[src/img_pkg.sv]
package img_pkg;

	typedef logic [7:0]  pixel_t;	// one grayscale pixel.
	typedef logic [31:0] word_t;	// memory word, four pixels, msb byte first.
	typedef logic [6:0]  coord_t;	// row or column index into the line store.
	typedef logic [15:0] sum_t;	// patch sum, 256 * 255 fits.

	localparam int WIN      = 16;	// window edge in pixels.
	localparam int BUF_COLS = 80;	// line store width in pixels.

endpackage

[src/ctrl_pkg.sv]
package ctrl_pkg;

	// fetch sequencer, one command from accept to ack release.
	typedef enum logic [2:0] {
		seq_st_idle,		// waiting for cmd_req.
		seq_st_fetch,		// issuing band reads.
		seq_st_drain,		// last word lands in the store.
		seq_st_sum,		// adder running.
		seq_st_ack_hold		// result out, waiting for cmd_req low.
	} seq_state_t;

	typedef enum logic [1:0] {
		sum_st_idle,		// accumulator holds last result.
		sum_st_accumulate,	// one window row per cycle.
		sum_st_done		// single cycle done pulse.
	} sum_state_t;

endpackage

[src/fetch_sequencer.sv]
module fetch_sequencer import img_pkg::*, ctrl_pkg::*; #(
	parameter int ROW_WORDS = 20,				// words per image row.
	parameter int IMG_ROWS  = 48,				// image height.
	parameter int ADDR_W    = 12				// memory address width.
) (
	input  logic              clk,
	input  logic              rst_n,
	input  logic              cmd_req,			// four-phase request.
	input  coord_t            cmd_band,			// top image row of the strip.
	input  coord_t            cmd_offset,			// window column offset.
	output logic              cmd_ack,			// result valid while high.
	output logic              mem_rd,			// read strobe, data one cycle later.
	output logic [ADDR_W-1:0] mem_addr,
	output logic              load,				// store write enable.
	output logic              new_row,			// first word of a row.
	output coord_t            row,
	output coord_t            col,
	output coord_t            window_offset,		// latched offset for the store.
	output logic              sum_start,			// one cycle start to the adder.
	input  logic              sum_done
);

	localparam int WORD_W = (ROW_WORDS > 1) ? $clog2(ROW_WORDS) : 1;	// word counter width.

	seq_state_t        state_q;
	seq_state_t        state_d;
	coord_t            band_q;				// latched band.
	coord_t            offset_q;				// latched offset.
	logic [3:0]        row_cnt_q;				// row within the band.
	logic [WORD_W-1:0] word_cnt_q;				// word within the row.
	logic              last_word;
	logic              last_row;
	logic              accept;
	logic              load_q;				// load delayed to meet read data.
	logic              new_row_q;
	coord_t            col_q;
	logic [ADDR_W-1:0] row_base;				// image row being read.

	assign accept    = (state_q == seq_st_idle) && cmd_req;	// ack is low in idle.
	assign last_word = (word_cnt_q == WORD_W'(ROW_WORDS - 1));
	assign last_row  = (row_cnt_q == 4'(WIN - 1));

	always_comb begin
		state_d = state_q;
		case (state_q)
			seq_st_idle:
				if (cmd_req)
					state_d = seq_st_fetch;
			seq_st_fetch:
				if (last_word && last_row)
					state_d = seq_st_drain;	// final read issued.
			seq_st_drain:
				state_d = seq_st_sum;		// final word written this cycle.
			seq_st_sum:
				if (sum_done)
					state_d = seq_st_ack_hold;
			seq_st_ack_hold:
				if (!cmd_req)
					state_d = seq_st_idle;	// release, ready next cycle.
			default:
				state_d = seq_st_idle;
		endcase
	end

	always_ff @(posedge clk or negedge rst_n) begin
		if (!rst_n) begin
			state_q    <= seq_st_idle;
			band_q     <= '0;
			offset_q   <= '0;
			row_cnt_q  <= '0;
			word_cnt_q <= '0;
			load_q     <= 1'b0;
			new_row_q  <= 1'b0;
			col_q      <= '0;
		end else begin
			state_q <= state_d;
			if (accept) begin
				band_q     <= cmd_band;		// hold for the whole command.
				offset_q   <= cmd_offset;
				row_cnt_q  <= '0;
				word_cnt_q <= '0;
			end else if (state_q == seq_st_fetch) begin
				if (last_word) begin
					word_cnt_q <= '0;		// wrap to next row.
					row_cnt_q  <= row_cnt_q + 4'd1;
				end else begin
					word_cnt_q <= word_cnt_q + 1'b1;
				end
			end
			load_q    <= mem_rd;				// one cycle memory latency.
			new_row_q <= mem_rd && (word_cnt_q == '0);
			col_q     <= coord_t'({word_cnt_q, 2'b00});	// four pixels per word.
		end
	end

	assign row_base = ADDR_W'(band_q) + ADDR_W'(row_cnt_q);
	assign mem_addr = row_base * ADDR_W'(ROW_WORDS) + ADDR_W'(word_cnt_q);	// row major.
	assign mem_rd   = (state_q == seq_st_fetch);

	assign load          = load_q;
	assign new_row       = new_row_q;
	assign row           = coord_t'(WIN - 1);		// plain loads always hit the bottom row.
	assign col           = col_q;
	assign window_offset = offset_q;
	assign sum_start     = (state_q == seq_st_drain);	// adder reads row 0 after the last write.
	assign cmd_ack       = (state_q == seq_st_ack_hold);

	// the band must lie inside the image.
	a_band_in_image: assert property (
		@(posedge clk) disable iff (!rst_n)
		accept |-> (32'(cmd_band) + WIN <= IMG_ROWS)
	) else $error("band %0d runs past image bottom", cmd_band);

	// client keeps the command stable until ack.
	a_cmd_stable: assert property (
		@(posedge clk) disable iff (!rst_n)
		(cmd_req && !cmd_ack) ##1 (cmd_req && !cmd_ack) |->
			($stable(cmd_band) && $stable(cmd_offset))
	) else $error("command changed before ack");

endmodule

[config.mk]
export PLATFORM = sky130hd
export DESIGN_NAME = fetch_sequencer
export DESIGN_NICKNAME = d
export VERILOG_FILES = /design/src/img_pkg.sv /design/src/ctrl_pkg.sv /design/src/fetch_sequencer.sv
export SDC_FILE = /design/constraint.sdc
export NUM_CORES = 1
export LEC_CHECK = 0
export BUFFER_PORTS_ARGS = -buffer_cell sky130_fd_sc_hd__buf_4
export CORE_AREA = 5 5 71 73
export CTS_CLUSTER_SIZE = 40
export DETAILED_ROUTE_END_ITERATION = 12
export DIE_AREA = 0 0 76 78
export PLACE_DENSITY = 0.77
export SLEW_MARGIN = 20
export SYNTH_ARGS = -nofsm -noshare
export SYNTH_HDL_FRONTEND = slang
export SYNTH_SLANG_ARGS = --single-unit
[constraint.sdc]
create_clock -name clk -period 5.3 [get_ports clk]
set_clock_uncertainty 0.1 [all_clocks]
set_input_delay 0.795 -clock clk [delete_from_list [all_inputs] [get_ports clk]]
set_output_delay 0.795 -clock clk [all_outputs]
set_load 0.02 [all_outputs]
## Yosys cells after proc, flatten, opt, wreduce, memory -nomap -nowiden

Cells that the tools add are included.

- Register bits: 33
- Bits of input ports: 18
- Output and inout port bits: 38
- Word-level logic and storage cells: 43

- Add/subtract/negate cells: 4
- $mul: 1
- Equal/unequal tests: 10
- Multiplexer cells: 11
- Reduce and logical (&&, ||, !) cells: 9

Operators by type and width:

| operator | number |
|---|---|
| $mux W5 | 3 |
| $pmux W3 S5 | 1 |
| $add A12 B5 Y12 | 1 |
| $mux W3 | 4 |
| $mux W4 | 3 |
| $mul A8 B3 Y10 const B | 1 |
| $add A7 B4 Y8 | 1 |
| $eq A3 B2 Y1 const B | 2 |
| $ne A2 B2 Y1 const B | 3 |
| $add A5 B1 Y5 const B | 1 |
| $eq A5 B5 Y1 const B | 1 |
| $logic_not A5 Y1 | 1 |
| $add A4 B1 Y4 const B | 1 |
| $eq A4 B4 Y1 const B | 1 |
| $reduce_and A4 Y1 | 1 |
| $reduce_bool A2 Y1 | 2 |
| $eq A3 B1 Y1 const B | 1 |
| $eq A3 B3 Y1 const B | 1 |
| $logic_and A1 B1 Y1 | 3 |
| $logic_not A3 Y1 | 1 |
| $ne A2 B1 Y1 const B | 1 |
| $reduce_and A2 Y1 | 1 |

## Longest topological paths before layout

- Word-level depth: 4
- Gate-level depth with buffers: 13
- Depth with buffers taken out: 13

## Least setup slack after synthesis

OpenSTA, ideal clock, no wires.

- Kind: reg-to-output
- Start point: register row_cnt_q[0]
- End point: output port mem_addr[11]
- Arrival: 3582 ps
- Required time: 4405 ps
- Slack: 823 ps
- Cell stages (with the launch flop): 13
- Buffers on the path: 0
- Cells stage by stage: dfrtp_1 -> ha_1 -> fa_1 -> a21o_1 -> a21oi_2 -> xnor2_1 -> and2_1 -> or2_1 -> fa_1 -> nor4b_1 -> nor2b_1 -> nand4_1 -> xnor2_1

- Longest elaborated chain between the ends: 3

Ends and longest elaborated chain:

| item | RTL line | text |
|---|---|---|
| start: declaration | fetch_sequencer.sv:29 | `logic [3:0] row_cnt_q;` |
| start signal: assignment | fetch_sequencer.sv:85 | `row_cnt_q <= row_cnt_q + 4'd1;` |
| $add A7 B4 Y8 | fetch_sequencer.sv:96 | `assign row_base = ADDR_W'(band_q) + ADDR_W'(row_cnt_q);` |
| $mul A8 B3 Y10 | fetch_sequencer.sv:97 | `assign mem_addr = row_base * ADDR_W'(ROW_WORDS) + ADDR_W'(word_cnt_q);` |
| $add A12 B5 Y12 | fetch_sequencer.sv:97 |  |
| end: declaration | fetch_sequencer.sv:13 | `output logic [ADDR_W-1:0] mem_addr,` |

No other way between the ends.

## Worst setup path in the final report

Same ends and word-level chain as after synthesis.

==> results.toml <==
[run_status]
status = "complete, no violations"

[timing]
fmax_mhz = 207
setup_viol = 0
hold_viol = 0
worstMarginPinSlew_ns = 0.639
drv_slew = 0
fin_tns_setup_ns = 0
period_needed_ns = 4.84
worst_slack_ns = 0.460
max-slew-margin-rel = 0.572
rsz0062_at_grt = "false"
finalCritPeriodShare = 0.913

[cells_and_area]
final_nets = 294
n_antenna_cell = 0
final_core_util = 0.615
n_fill_cell = 381
syn_to_final_growth_pct = 20.3
register_area_um2 = 826
drive_gt1_frac = 0.256
multi_input_area_um2 = 1280

[critical_path]
worstSetupStartpointType = "register"
crit_arrival_ns = 3.94
cpMaxStageDelayCell = "fa_1"
worstPathMaxFanout = 5
crit_path_max_incr_delay_ns = 0.55
crit_chain = "ha_1, fa_1, a21o_1, a21oi_2, xnor2_1, and2_1, or2_1, fa_1, nor4b_2, nor2b_1, nand4_1, xnor2_1, buf_4"
required_ns = 4.41
criticalPathCategory = "reg2out"
cp-end-kind = "output port"

[placement]
place_hpwl_um = 3350
place_congestion = 0.774
place_ws_ns = 0.631
io_buffers = 46

[yosys]
yosysWarnings = 0
synth_top_cell_area_share = 0.376
synth_top_area_cell = "dfrtp_1"
avgSynthCellArea_um2 = 10.6
ys.flop_type = "dfrtp_1"
synth_cell_types = 44
synthCells = 207
yosysSeqAreaShare = 0.376
synth_most_common_cell = "dfrtp_1"
synth-async-reset-ratio = 1.00
ys_seq_elements = 33
synth_area_leaders = "dfrtp_1 (38%), ha_1 (11%), mux2_1 (5.6%)"
synth_common_cells = "dfrtp_1 (33), ha_1 (20), nor2_1 (17), buf_4 (12)"
synth_edf_count = 0
synth_area_um2 = 2200

[clock_network]
clock_latency_ns = 0.28
cts_made_buffers = 5
htree_levels = 2
cts_tree = "built"
cts.path.max_buffers = 2
cts_root_buffer = "clkbuf_8"
cts.sinks = 33
clk_pin_slew_ns = 0.07
post_cts_buffers = 0

[die]
core_area_um2 = 4290
io_pins = 56
fp.dieW_um = 76
initial_core_util = 0.511
die-area_um2 = 5930
rows = 24
fp.dieH_um = 78

[grt]
antenna_found_initial = 0
grt_pass1_vias = 1699
track_usage = 0.155
grt_overflow = 0
grt_max_degree = 34
grt_pass1_wl_um = 7510

[detailed_routing]
dr.first_iter.drc_count = 19
first_pass_iters = 4
routed_wl_um = 4200
vias = 1634
wl_per_cell_um = 13.7
antenna_left = 0
drc = 0
via_per_inst = 5.34

[job]
maxCapViolCount = 0

[min_path]
min_path_type = "in2async"
[metal layers]
layer | GRT usage | vias to the layer above | part of all wire | wire [um]
met4 | 0.0676 | 0 | 0.015 | 61
met2 | 0.271 | 38 | 0.51 | 2160
li1 | - | 803 | - | -
met3 | 0.0498 | 5 | 0.054 | 228
met5 | 0 | - | 0 | 0
met1 | 0.173 | 788 | 0.42 | 1750
[timing repair]
| action | CTS | global route |
|---|---|---|
| resized for setup | 0 | 1 |
| endpoints found under the setup margin | 0 | 1 |
| hold endpoints to repair | 0 | 0 |
| hold buffers | 0 | 0 |
[cells in the final DEF (no fill, tap or decap), drive strengths merged, types with 2 or more instances in the layout]
master,instances
a211oi,4
ha,20
xnor2,11
nand4,3
clkbuf,7
nand2b,3
buf,47
nor4b,2
a21oi,8
nor2b,5
inv,5
mux2i,2
nor2,17
mux2,14
and2,3
fa,3
nand3,3
nand3b,2
nand2,11
o21ai,6
nor3,3
a21o,5
dfrtp,33
nor3b,3
conb,9
or2,2
xor2,10
[final timing paths]
path / start / endpoint / slack (ns) / cells past startpoint
worst max-delay path: row_cnt_q[0] / mem_addr[11] / 0.46 / 13
worst min-delay path: rst_n / col[3] / 0.34 / 1
worst max register to register: state_q[0] / row_cnt_q[3] / 3.37 / 5
worst min register to register: word_cnt_q[1] / col[3] / 0.36 / 0
max in group asynchronous: rst_n / band_q[5] / 4.45 / 1
min in group clk: word_cnt_q[1] / col[3] / 0.36 / 0
[worst max-delay path, delay by kind of cell, from the launching register on]
family / cells / cell delay (ns)
xor+xnor: 2 / 0.30
simple gates: 5 / 1.18
compound gates: 2 / 0.40
fa+ha+maj: 3 / 1.21
flops: 1 / 0.42
buf+inv: 1 / 0.16
[final cells by class]
class	count	area share
Tap cell	52	0.0246
Multi-Input combinational cell	161	0.484
Inverter	5	0.00710
Sequential cell	33	0.313
Clock buffer	7	0.0365
Timing Repair Buffer	47	0.134
Clock inverter	1	0.00189
[kinds of logic after synthesis]
group                      Yosys count  share of synthesized area
and+or+nand+nor                     61                      0.160
DFF                                 33                      0.376
AOI/OAI and AO/OA                   31                     0.0986
adders and majority gates           23                      0.141
xor gates and xnor gates            21                     0.0838
buffers and inverters               20                     0.0564
muxes                               16                     0.0809
other                                2                    0.00342
[sequential cells by signal (all words and copies together) (netlist names)]
register and count:
word_cnt_q 5, window_offset 7, new_row 1, load 1, state_q 3, row_cnt_q 4, band_q 7, col 5
[metrics by stage]
stage | hold slack (ns) | instance area, um^2 | instances
2_1_floorplan | 0.318 | 2220 | 214
3_3_place_gp | 0.349 | 2530 | 298
3_5_place_dp | 0.345 | 2530 | 298
4_1_cts | 0.355 | 2640 | 306
5_1_grt | 0.369 | 2640 | 306
6_report | 0.337 | 2640 | 306
Power is not shown: default switching activity piles up to over one toggle a cycle in this logic, so the estimate is an artifact.
